File: config.mk
export PLATFORM = sky130hd
export DESIGN_NAME = axi_lite_master
export DESIGN_NICKNAME = d
export VERILOG_FILES = /design/src/axi_lite_pkg.sv /design/src/host_cmd_pkg.sv /design/src/chan_ctrl_if.sv /design/src/host_cmd_unit.sv /design/src/axi_write_engine.sv /design/src/axi_read_engine.sv /design/src/axi_lite_master.sv
export VERILOG_INCLUDE_DIRS = /design/src /design/src/include
export SDC_FILE = /design/constraint.sdc
export NUM_CORES = 1
export LEC_CHECK = 0
export BUFFER_PORTS_ARGS = -buffer_cell sky130_fd_sc_hd__buf_2
export CORE_UTILIZATION = 41
export DETAILED_ROUTE_END_ITERATION = 8
export PLACE_DENSITY = 0.7
export SETUP_SLACK_MARGIN = 0.2
export SYNTH_ARGS = -nofsm -noshare
export SYNTH_HDL_FRONTEND = slang
export SYNTH_HIERARCHICAL = 1
export SYNTH_SLANG_ARGS = --single-unit
File: constraint.sdc
create_clock -name M_AXI_ACLK -period 2.5 [get_ports M_AXI_ACLK]
set_input_delay 0.125 -clock M_AXI_ACLK [delete_from_list [all_inputs] [get_ports M_AXI_ACLK]]
set_output_delay 0.125 -clock M_AXI_ACLK [all_outputs]
set_load 0.005 [all_outputs]
File: src/include/axi_lite_defines.svh
`ifndef AXI_LITE_DEFINES_SVH
`define AXI_LITE_DEFINES_SVH

// --------------------
// Bus widths
// --------------------

// Host side and bus side are both fixed at 32 bits
`define AXI_ADDR_W 32
`define AXI_DATA_W 32

// One strobe bit per byte lane of the data bus
`define AXI_STRB_W (`AXI_DATA_W / 8)

// --------------------
// Fixed protection values
// --------------------

// Writes go out as unprivileged, secure, data accesses
`define AXI_WRITE_PROT 3'b000

// Reads are marked privileged, everything else the same as writes
`define AXI_READ_PROT 3'b001

`endif

File: src/axi_lite_pkg.sv
`include "axi_lite_defines.svh"

package axi_lite_pkg;

	// --------------------
	// Response codes
	// --------------------

	// Encodings follow the AXI4-Lite BRESP and RRESP fields
	// Bit 1 high means the transfer failed (SLVERR or DECERR)
	typedef enum logic [1:0]
	{
		resp_okay   = 2'b00,
		resp_exokay = 2'b01,
		resp_slverr = 2'b10,
		resp_decerr = 2'b11
	} axi_resp_e;

	// --------------------
	// Payload fields
	// --------------------

	// AWPROT and ARPROT carry privilege, security and instruction/data bits
	typedef logic [2:0] axi_prot_t;

	// Address and data vectors, sized from the shared width macros
	typedef logic [`AXI_ADDR_W-1:0] addr_t;
	typedef logic [`AXI_DATA_W-1:0] data_t;

endpackage

File: src/host_cmd_pkg.sv
package host_cmd_pkg;

	// --------------------
	// Host command decode
	// --------------------

	// Result of decoding the wr and rd strobes in one cycle
	// A write wins when both strobes are high together
	typedef enum logic [1:0]
	{
		op_none,
		op_write,
		op_read
	} host_op_e;

	// --------------------
	// Command unit FSM
	// --------------------

	// Idle accepts a request, the other two wait for the engine's done
	typedef enum logic [1:0]
	{
		st_idle,
		st_write,
		st_read
	} cmd_state_e;

endpackage

File: src/chan_ctrl_if.sv
interface chan_ctrl_if;
	import axi_lite_pkg::*;

	// One-cycle strobe that launches a transaction on the engine
	logic start;

	// Target address, held stable for the whole transaction
	addr_t addr;

	// Write payload, the read engine leaves it alone
	data_t wdata;

	// One-cycle strobe, exactly one per start
	logic done;

	// Response error, only meaningful while done is high
	logic resp_err;

	// The command unit launches and the engine reports back
	modport ctrl
	(
		output start,
		output addr,
		output wdata,
		input  done,
		input  resp_err
	);

	// Seen from the side of a channel engine
	modport engine
	(
		input  start,
		input  addr,
		input  wdata,
		output done,
		output resp_err
	);

endinterface

File: src/host_cmd_unit.sv
module host_cmd_unit
(
	input  logic                M_AXI_ACLK,
	input  logic                M_AXI_ARESETN,
	input  axi_lite_pkg::addr_t addr,
	input  axi_lite_pkg::data_t data_in,
	input  logic                wr,
	input  logic                rd,
	chan_ctrl_if.ctrl           wr_ch,
	chan_ctrl_if.ctrl           rd_ch,
	output logic                busy,
	output logic                err
);
	import axi_lite_pkg::*;
	import host_cmd_pkg::*;

	cmd_state_e state;
	host_op_e   op;

	// Latched request payload, shared by both engines
	addr_t addr_q;
	data_t data_q;

	// Registered start strobes toward the engines
	logic wr_start;
	logic rd_start;

	// --------------------
	// Request decode
	// --------------------

	// Only an idle unit takes a request, anything else is dropped
	// The write strobe takes priority over the read strobe
	always_comb
	begin
		op = op_none;
		if (state == st_idle)
		begin
			if (wr)
				op = op_write;
			else if (rd)
				op = op_read;
		end
	end

	// High in the request cycle itself and through the done cycle
	assign busy = (state != st_idle) | wr | rd;

	// --------------------
	// Command FSM
	// --------------------

	always_ff @(posedge M_AXI_ACLK)
	begin
		if (!M_AXI_ARESETN)
		begin
			state    <= st_idle;
			wr_start <= 1'b0;
			rd_start <= 1'b0;
			err      <= 1'b0;
		end
		else
		begin
			// Start strobes last a single cycle
			wr_start <= 1'b0;
			rd_start <= 1'b0;
			case (state)
				st_idle:
				begin
					// An accepted command clears the error of the one before
					if (op == op_write)
					begin
						state    <= st_write;
						wr_start <= 1'b1;
						err      <= 1'b0;
					end
					else if (op == op_read)
					begin
						state    <= st_read;
						rd_start <= 1'b1;
						err      <= 1'b0;
					end
				end
				st_write:
				begin
					if (wr_ch.done)
					begin
						state <= st_idle;
						// Error stays set until the next accepted command
						if (wr_ch.resp_err)
							err <= 1'b1;
					end
				end
				st_read:
				begin
					if (rd_ch.done)
					begin
						state <= st_idle;
						if (rd_ch.resp_err)
							err <= 1'b1;
					end
				end
				default:
					state <= st_idle;
			endcase
		end
	end

	// Payload is captured at the same edge that issues start
	always_ff @(posedge M_AXI_ACLK)
	begin
		if (op != op_none)
			addr_q <= addr;
		if (op == op_write)
			data_q <= data_in;
	end

	// --------------------
	// Engine handoff
	// --------------------

	assign wr_ch.start = wr_start;
	assign wr_ch.addr  = addr_q;
	assign wr_ch.wdata = data_q;

	// The read engine has no use for the write payload
	assign rd_ch.start = rd_start;
	assign rd_ch.addr  = addr_q;
	assign rd_ch.wdata = data_q;

endmodule

File: src/axi_write_engine.sv
`include "axi_lite_defines.svh"

module axi_write_engine
(
	input  logic                    M_AXI_ACLK,
	input  logic                    M_AXI_ARESETN,
	input  logic                    AWREADY,
	input  logic                    WREADY,
	input  axi_lite_pkg::axi_resp_e BRESP,
	input  logic                    BVALID,
	chan_ctrl_if.engine             ch,
	output axi_lite_pkg::addr_t     AWADDR,
	output axi_lite_pkg::axi_prot_t AWPROT,
	output logic                    AWVALID,
	output axi_lite_pkg::data_t     WDATA,
	output logic [`AXI_STRB_W-1:0]  WSTRB,
	output logic                    WVALID,
	output logic                    BREADY
);
	import axi_lite_pkg::*;

	// Address and data held for the life of the write
	addr_t awaddr_q;
	data_t wdata_q;

	logic awvalid_q;
	logic wvalid_q;
	logic bready_q;

	// Set while the B response of the current write is still owed
	logic resp_pend;

	// B handshake, which also ends the write
	logic b_hs;

	assign b_hs = BVALID & bready_q;

	// --------------------
	// Payload capture
	// --------------------

	always_ff @(posedge M_AXI_ACLK)
	begin
		if (ch.start)
		begin
			awaddr_q <= ch.addr;
			wdata_q  <= ch.wdata;
		end
	end

	// --------------------
	// AW and W channels
	// --------------------

	// Both valids go up together one cycle after start
	// Each one falls on its own handshake, so the slave may take them in any order
	always_ff @(posedge M_AXI_ACLK)
	begin
		if (!M_AXI_ARESETN)
		begin
			awvalid_q <= 1'b0;
			wvalid_q  <= 1'b0;
		end
		else
		begin
			if (ch.start)
				awvalid_q <= 1'b1;
			else if (AWREADY && awvalid_q)
				awvalid_q <= 1'b0;

			if (ch.start)
				wvalid_q <= 1'b1;
			else if (WREADY && wvalid_q)
				wvalid_q <= 1'b0;
		end
	end

	// --------------------
	// B channel
	// --------------------

	// BREADY is a registered acknowledge, high for one cycle after BVALID shows up
	always_ff @(posedge M_AXI_ACLK)
	begin
		if (!M_AXI_ARESETN)
		begin
			bready_q  <= 1'b0;
			resp_pend <= 1'b0;
		end
		else
		begin
			bready_q <= BVALID & ~bready_q & resp_pend;
			if (ch.start)
				resp_pend <= 1'b1;
			else if (b_hs)
				resp_pend <= 1'b0;
		end
	end

	// The write counts as finished only once the slave has committed it
	assign ch.done     = b_hs;
	// SLVERR and DECERR both have bit 1 set
	assign ch.resp_err = BRESP[1];

	// --------------------
	// Bus outputs
	// --------------------

	assign AWADDR  = awaddr_q;
	assign AWPROT  = `AXI_WRITE_PROT;
	assign AWVALID = awvalid_q;
	assign WDATA   = wdata_q;
	// Every byte lane is written
	assign WSTRB   = {`AXI_STRB_W{1'b1}};
	assign WVALID  = wvalid_q;
	assign BREADY  = bready_q;

endmodule

File: src/axi_read_engine.sv
`include "axi_lite_defines.svh"

module axi_read_engine
(
	input  logic                    M_AXI_ACLK,
	input  logic                    M_AXI_ARESETN,
	input  logic                    ARREADY,
	input  axi_lite_pkg::data_t     RDATA,
	input  axi_lite_pkg::axi_resp_e RRESP,
	input  logic                    RVALID,
	chan_ctrl_if.engine             ch,
	output axi_lite_pkg::addr_t     ARADDR,
	output axi_lite_pkg::axi_prot_t ARPROT,
	output logic                    ARVALID,
	output logic                    RREADY,
	output axi_lite_pkg::data_t     data_out
);
	import axi_lite_pkg::*;

	// Read address held until ARREADY
	addr_t araddr_q;

	logic arvalid_q;
	logic rready_q;

	// Set while the R beat of the current read is still owed
	logic data_pend;

	// R handshake, which also ends the read
	logic r_hs;

	assign r_hs = RVALID & rready_q;

	always_ff @(posedge M_AXI_ACLK)
	begin
		if (ch.start)
			araddr_q <= ch.addr;
	end

	// --------------------
	// AR and R channels
	// --------------------

	// ARVALID rises one cycle after start and holds until the slave takes it
	// RREADY is a one-cycle registered acknowledge after RVALID is seen
	always_ff @(posedge M_AXI_ACLK)
	begin
		if (!M_AXI_ARESETN)
		begin
			arvalid_q <= 1'b0;
			rready_q  <= 1'b0;
			data_pend <= 1'b0;
		end
		else
		begin
			if (ch.start)
				arvalid_q <= 1'b1;
			else if (ARREADY && arvalid_q)
				arvalid_q <= 1'b0;

			rready_q <= RVALID & ~rready_q & data_pend;

			if (ch.start)
				data_pend <= 1'b1;
			else if (r_hs)
				data_pend <= 1'b0;
		end
	end

	// --------------------
	// Host read data
	// --------------------

	// Old data is wiped as soon as a new read starts, then RDATA lands at the handshake
	always_ff @(posedge M_AXI_ACLK)
	begin
		if (!M_AXI_ARESETN)
			data_out <= '0;
		else if (ch.start)
			data_out <= '0;
		else if (r_hs)
			data_out <= RDATA;
	end

	assign ch.done     = r_hs;
	// Bit 1 of RRESP flags SLVERR or DECERR
	assign ch.resp_err = RRESP[1];

	assign ARADDR  = araddr_q;
	assign ARPROT  = `AXI_READ_PROT;
	assign ARVALID = arvalid_q;
	assign RREADY  = rready_q;

endmodule

File: src/axi_lite_master.sv
`include "axi_lite_defines.svh"

module axi_lite_master
(
	input  logic                    M_AXI_ACLK,
	input  logic                    M_AXI_ARESETN,

	// Host side
	input  axi_lite_pkg::addr_t     addr,
	input  axi_lite_pkg::data_t     data_in,
	input  logic                    wr,
	input  logic                    rd,
	output axi_lite_pkg::data_t     data_out,
	output logic                    busy,
	output logic                    err,

	// Write address channel
	output axi_lite_pkg::addr_t     M_AXI_AWADDR,
	output axi_lite_pkg::axi_prot_t M_AXI_AWPROT,
	output logic                    M_AXI_AWVALID,
	input  logic                    M_AXI_AWREADY,

	// Write data channel
	output axi_lite_pkg::data_t     M_AXI_WDATA,
	output logic [`AXI_STRB_W-1:0]  M_AXI_WSTRB,
	output logic                    M_AXI_WVALID,
	input  logic                    M_AXI_WREADY,

	// Write response channel
	input  axi_lite_pkg::axi_resp_e M_AXI_BRESP,
	input  logic                    M_AXI_BVALID,
	output logic                    M_AXI_BREADY,

	// Read address channel
	output axi_lite_pkg::addr_t     M_AXI_ARADDR,
	output axi_lite_pkg::axi_prot_t M_AXI_ARPROT,
	output logic                    M_AXI_ARVALID,
	input  logic                    M_AXI_ARREADY,

	// Read data channel
	input  axi_lite_pkg::data_t     M_AXI_RDATA,
	input  axi_lite_pkg::axi_resp_e M_AXI_RRESP,
	input  logic                    M_AXI_RVALID,
	output logic                    M_AXI_RREADY
);

	// --------------------
	// Control links
	// --------------------

	// One link per engine, both driven by the command unit
	chan_ctrl_if wr_ch ();
	chan_ctrl_if rd_ch ();

	// Accepts host strobes and launches one engine at a time
	host_cmd_unit u_cmd
	(
		.M_AXI_ACLK    (M_AXI_ACLK),
		.M_AXI_ARESETN (M_AXI_ARESETN),
		.addr          (addr),
		.data_in       (data_in),
		.wr            (wr),
		.rd            (rd),
		.wr_ch         (wr_ch.ctrl),
		.rd_ch         (rd_ch.ctrl),
		.busy          (busy),
		.err           (err)
	);

	// --------------------
	// Channel engines
	// --------------------

	axi_write_engine u_wr
	(
		.M_AXI_ACLK    (M_AXI_ACLK),
		.M_AXI_ARESETN (M_AXI_ARESETN),
		.AWREADY       (M_AXI_AWREADY),
		.WREADY        (M_AXI_WREADY),
		.BRESP         (M_AXI_BRESP),
		.BVALID        (M_AXI_BVALID),
		.ch            (wr_ch.engine),
		.AWADDR        (M_AXI_AWADDR),
		.AWPROT        (M_AXI_AWPROT),
		.AWVALID       (M_AXI_AWVALID),
		.WDATA         (M_AXI_WDATA),
		.WSTRB         (M_AXI_WSTRB),
		.WVALID        (M_AXI_WVALID),
		.BREADY        (M_AXI_BREADY)
	);

	// The read engine also owns the host data_out register
	axi_read_engine u_rd
	(
		.M_AXI_ACLK    (M_AXI_ACLK),
		.M_AXI_ARESETN (M_AXI_ARESETN),
		.ARREADY       (M_AXI_ARREADY),
		.RDATA         (M_AXI_RDATA),
		.RRESP         (M_AXI_RRESP),
		.RVALID        (M_AXI_RVALID),
		.ch            (rd_ch.engine),
		.ARADDR        (M_AXI_ARADDR),
		.ARPROT        (M_AXI_ARPROT),
		.ARVALID       (M_AXI_ARVALID),
		.RREADY        (M_AXI_RREADY),
		.data_out      (data_out)
	);

endmodule

### After elaboration in Yosys (flattened, before gate mapping)

Index checks and enable logic that the tools add are counted.

| word-level totals | value |
|---|---|
| word-level logic and storage cells | 82 |
| bits in registers | 204 |
| output and inout bits | 145 |
| input bits | 109 |

| operators by class | value |
|---|---|
| bitwise gates (word level) | 12 |
| equality and inequality tests | 9 |
| reductions and logical operators | 17 |
| multiplexer cells | 27 |

Operators with widths:

| kind | number |
|---|---|
| 1-bit two-way mux | 18 |
| 2-bit two-way mux | 7 |
| 2-bit nonzero test | 7 |
| 1-bit bitwise AND | 6 |
| 2-bit != test (second input constant) | 3 |
| 2-bit one-hot mux with 3 select lines | 1 |
| 6-bit AND reduction | 1 |
| 2-bit by 1-bit == test with 1-bit output (second input constant) | 2 |
| 2-bit == test (second input constant) | 2 |
| 1-bit NOT | 4 |
| 1-bit logical AND | 3 |
| 3-bit != test (second input constant) | 1 |
| 1-bit one-hot mux with 3 select lines | 1 |
| 3-bit AND reduction | 1 |
| 3-bit nonzero test | 1 |
| 3-bit OR reduction | 1 |
| 2-bit logical NOT | 1 |
| 2-bit by 1-bit != test with 1-bit output (second input constant) | 1 |
| 1-bit OR | 2 |
| 2-bit AND reduction | 1 |
| 2-bit OR reduction | 1 |

### Longest topological paths before layout

| logic depth | value |
|---|---|
| depth after elaboration | 7 |
| mapped depth | 6 |
| gate-level depth less buffers | 6 |

### Cells and area by module

Netlist, hierarchy kept.

Modules (own cells, without submodules):

| module | area an instance (um^2) | cells each | instances | seq. area each (um^2) |
|---|---|---|---|---|
| axi_read_engine | 2747.6 | 193 | 1 | 1661.6 |
| host_cmd_unit | 2708.8 | 161 | 1 | 2021.9 |
| axi_write_engine | 2132.0 | 87 | 1 | 2001.9 |

### Worst setup path before layout

No wires, ideal clock.

| timing path | value |
|---|---|
| path type | flip-flop to flip-flop |
| from | register u_cmd.state[0] |
| to | register u_cmd.addr_q[0], in the netlist u_cmd/rd_ch.addr[0], enable pin |
| arrival | 2.060 ns |
| setup time | 0.424 ns |
| clock period less this slack | 2.484 ns |
| slack | 0.016 ns |
| required time | 2.076 ns |
| cell stages (with the launch flop) | 4 |
| path buffers | 0 |
| cell sequence | dfxtp_1 -> inv_1 -> ha_1 -> nor2b_1 |

| on the way | value |
|---|---|
| word-level cells in the longest chain between the ends | 3 |

Ends and longest elaborated chain:

| element | line | RTL |
|---|---|---|
| from (decl) | host_cmd_unit.sv:17 | `cmd_state_e state;` |
| from (signal assigned) | host_cmd_unit.sv:57 | `state <= st_idle;` |
| from (signal assigned) | host_cmd_unit.sv:73 | `state <= st_write;` |
| from (signal assigned) | host_cmd_unit.sv:79 | `state <= st_read;` |
| 2-bit logical NOT | host_cmd_unit.sv:37 | `if (state == st_idle)` |
| 2-bit two-way mux | host_cmd_unit.sv:37 |  |
| 2-bit nonzero test | host_cmd_unit.sv:112 | `if (op != op_none)` |
| to (signal assigned) | host_cmd_unit.sv:113 | `addr_q <= addr;` |
| to (decl) | host_cmd_unit.sv:21 | `addr_t addr_q;` |

Every way passes these cells.
A chain may end at the register's enable or synchronous reset.

### Final worst setup path

| timing path | value |
|---|---|
| from | register u_rd.rready_q, in the netlist u_rd/RREADY |
| to | output port M_AXI_RREADY |

RTL lines:

| element | line | RTL |
|---|---|---|
| from (decl) | axi_read_engine.sv:24 | `logic rready_q;` |
| from (signal assigned) | axi_read_engine.sv:61 | `rready_q <= RVALID & ~rready_q & data_pend;` |
| to (decl) | axi_lite_master.sv:44 | `output logic M_AXI_RREADY` |

No word-level cell between the ends.

==> impl_results.md <==
* Status: finished, final reports clean
* Post-synth ARST share at 0
* Crit path largest cell delay at 0.59 ns
* Largest net degree at the start of global routing at 41
* Port Buf Inserts at 241
* Worst r2r src: u_cmd/state[0]$_SDFFE_PN0P_
* Seq/Total Area, Yosys at 0.749
* Post-Synth XOR/XNOR Area at 0
* Synth Area in Compound Gates at 0.0854
* Flop2flop setup slack at 0.71 ns
* Post_cts resized at 0
* Post-DP HPWL at 10.0 mm
* Largest cells by area after synthesis: edfxtp_1, dfxtp_1, buf_4
* Fmax at 547 MHz
* Post-Synth Simple-Gate Area at 0.0594
* Most frequent cells in the layout: buf_2, edfxtp_1, dlygate4sd3_1
* Startpoint types: flip-flop
* Ports at 254
* Worst VDD drop at 472 uV
* Leak Pwr at 0.00405 uW
* Pwr Density at 756 mW/mm^2
* Crit path DAT at 1.70 ns
* Final setup viols at 0
* Synth Area in Adders at 0.00660
* DR WL/cell at 16.0 um
* Core ar. at 0.0180 mm^2
* Initial antenna violation count at 1
* RSZ-0062 raised after global routing: false
* Hold crit path type: input pin to flip-flop
* Final Hold Viols at 0
* FF-to-FF End: u_cmd/rd_ch.wdata[24]$_DFFE_PP_
* DRC viols at 0
* Root Driver: clkbuf_16
* GRT Total Usage at 0.163
* CTS tree: built
* Post-route ant nets at 0
* Clk_lat worst skew at 0.48 ns
* First-pass GRT wire length at 24.8 mm
* Worst-path clk slew at 0.06 ns
* Power, Total at 7720 uW
* Biggest area consumer among synthesized cells: edfxtp_1
* Drt first pass iters at 4
* Starting density of the core at 0.421
* Global route total overflow at 0
* Post-CTS Setup Repair Bufs at 0
* Crit path max fanout at 31
* Post-synthesis mux area share at 0.00132
* Vias/cell at 4.53
* Synth warnings at 6
* Die area at 0.0191 mm^2
* Count of different cell masters after synthesis at 36
* CTS sink count at 204
* Synthesized flop and latch total at 204
* Max-cap violations at 0
* Worst slew pin tran at 0.595 ns
* Worst path required time at 2.38 ns
* ANT cells at 0
* Share of the synthesized area in the top cell type at 0.633
* Slowest CP cell: dfxtp_2
* CTS Hold Bufs at 103
* H-tree depth at 1
* Die H at 138 um
* Drt initial violations at 200
* DRT Wirelength at 15.6 mm
* Total CTS buffers at 21
* CP Cell Sequence: buf_4 > buf_2
* Site row count at 49
* Final min period at 1.83 ns
* Die extent in x at 138 um
* Detailed-route via count at 4414
* Layout cells sized above 1 at 0.485
* Critical Path Sink Type: output port
* Final setup TNS at 0 ns
* Hold depth at 4
* Synth Flop Type: edfxtp_1
* Final Skew at 0.00907 ns
* Syn-to-layout area delta at 34.6%
* Syn Std Cell Area at 0.00759 mm^2
* Clock Path Buffers at 3
* Slew Limit Fails at 0
* Main combinational cell family by area after synthesis: buffers and inverters
* Number of synthesized flops with an enable pin at 160
* Commonest non-fill, non-tap cell in the layout: buf_2
* Worst hold start: M_AXI_BRESP[1]
* R2R cell count at 4
* Post-Syn Area per Cell at 17.2 um^2
* Max-Slew Margin vs Limit at 0.604
* Hold Path Sink: u_cmd/err$_SDFFE_PN0P_
* Class of the most critical setup path: flip-flop to output port
* Nets@finish at 845
* GPL Wtd Cong at 0.808
* Period utilisation layout at 0.732
* Mapped Cells at 441
* Vias in the first global route at 4732
-- kinds of logic after synthesis --
group / Yosys count
AO/OA/AOI/OAI: 76
adder cells (fa/ha/maj): 4
buffers and inverters: 99
flip-flops: 204
multiplexers: 1
other: 4
AND/OR/NAND/NOR: 53
-- registers in the layout, indices dropped and copies added, names as in the netlist, 2 cells and up --
register           cells
u_cmd/rd_ch.addr      32
u_cmd/rd_ch.wdata     32
u_cmd/state            2
u_rd/ARADDR           32
u_rd/data_out         32
u_wr/AWADDR           32
u_wr/WDATA            32
-- power by group --
| group | switching [uW] | internal [uW] |
|---|---|---|
| Clock | 1230 | 1860 |
| Combinational | 281 | 283 |
| Sequential | 99.3 | 3960 |
-- per-layer routing --
layer / GRT usage / part of all wire / up-vias
met5: 0 / 0.0011 / -
met4: 0.0468 / 0.015 / 2
met3: 0.0430 / 0.076 / 25
met2: 0.290 / 0.50 / 202
met1: 0.192 / 0.41 / 2079
li1: - / - / 2106
-- worst max-delay path by stage --
stage,startpoint,endpoint,slack [ns],depth (start not counted)
6_report,u_rd/RREADY$_SDFF_PN0_,M_AXI_RREADY,0.67,2
2_1_floorplan,u_cmd/wr_ch.start$_SDFF_PN0_,u_wr/AWADDR[0]$_DFFE_PP_,0.35,0
3_3_place_gp,u_cmd/state[0]$_SDFFE_PN0P_,u_cmd/rd_ch.wdata[29]$_DFFE_PP_,0.79,4
4_1_cts,u_rd/RREADY$_SDFF_PN0_,M_AXI_RREADY,0.66,2
5_1_grt,u_cmd/state[0]$_SDFFE_PN0P_,u_cmd/state[0]$_SDFFE_PN0P_,0.55,5
3_5_place_dp,u_cmd/state[0]$_SDFFE_PN0P_,u_cmd/rd_ch.wdata[27]$_DFFE_PP_,0.71,4
-- synthesized netlist by cell type (2+ instances only) --
master / n
edfxtp_1: 160
buf_4: 78
dfxtp_1: 44
nand3_2: 29
a21oi_2: 20
a21bo_1: 17
a21bo_2: 15
a21oi_1: 12
buf_2: 7
nand2_1: 5
conb_1: 4
ha_1: 4
nor2b_1: 4
o21a_1: 4
buf_6: 3
buf_8: 3
inv_1: 3
inv_2: 3
nand3_1: 3
a21boi_1: 2
and2_4: 2
and4b_1: 2
clkbuf_1: 2
nor2_1: 2
o22ai_1: 2
-- through the flow --
stage / utilization / setup WS, ns / area (um^2) / hold slack [ns] / cells
2_1_floorplan: - / 0.354 / 7610 / 0.224 / 447
3_3_place_gp: 0.471 / 0.793 / 8490 / 0.303 / 835
3_5_place_dp: 0.471 / 0.715 / 8490 / 0.303 / 835
4_1_cts: 0.567 / 0.663 / 10200 / 0.0838 / 975
5_1_grt: 0.567 / 0.548 / 10200 / 0.122 / 975
6_report: 0.567 / 0.671 / 10200 / 0.0969 / 975
-- critical path: cells and delay by family, from the launching register on --
| kind | cells | cell delay, ns |
|---|---|---|
| flip-flops | 1 | 0.59 |
| buffers and inverters | 2 | 0.63 |
-- cell type report --
| class | instances | area, um^2 |
|---|---|---|
| Inverter | 6 | 22.5 |
| Sequential cell | 204 | 5690 |
| Clock inverter | 13 | 154 |
| Multi-Input combinational cell | 144 | 1200 |
| Timing Repair Buffer | 355 | 2320 |
| Clock buffer | 24 | 537 |
| Tap cell | 229 | 287 |
| Fill cell | 1402 | 7810 |
(Power assumes the default switching activity.)
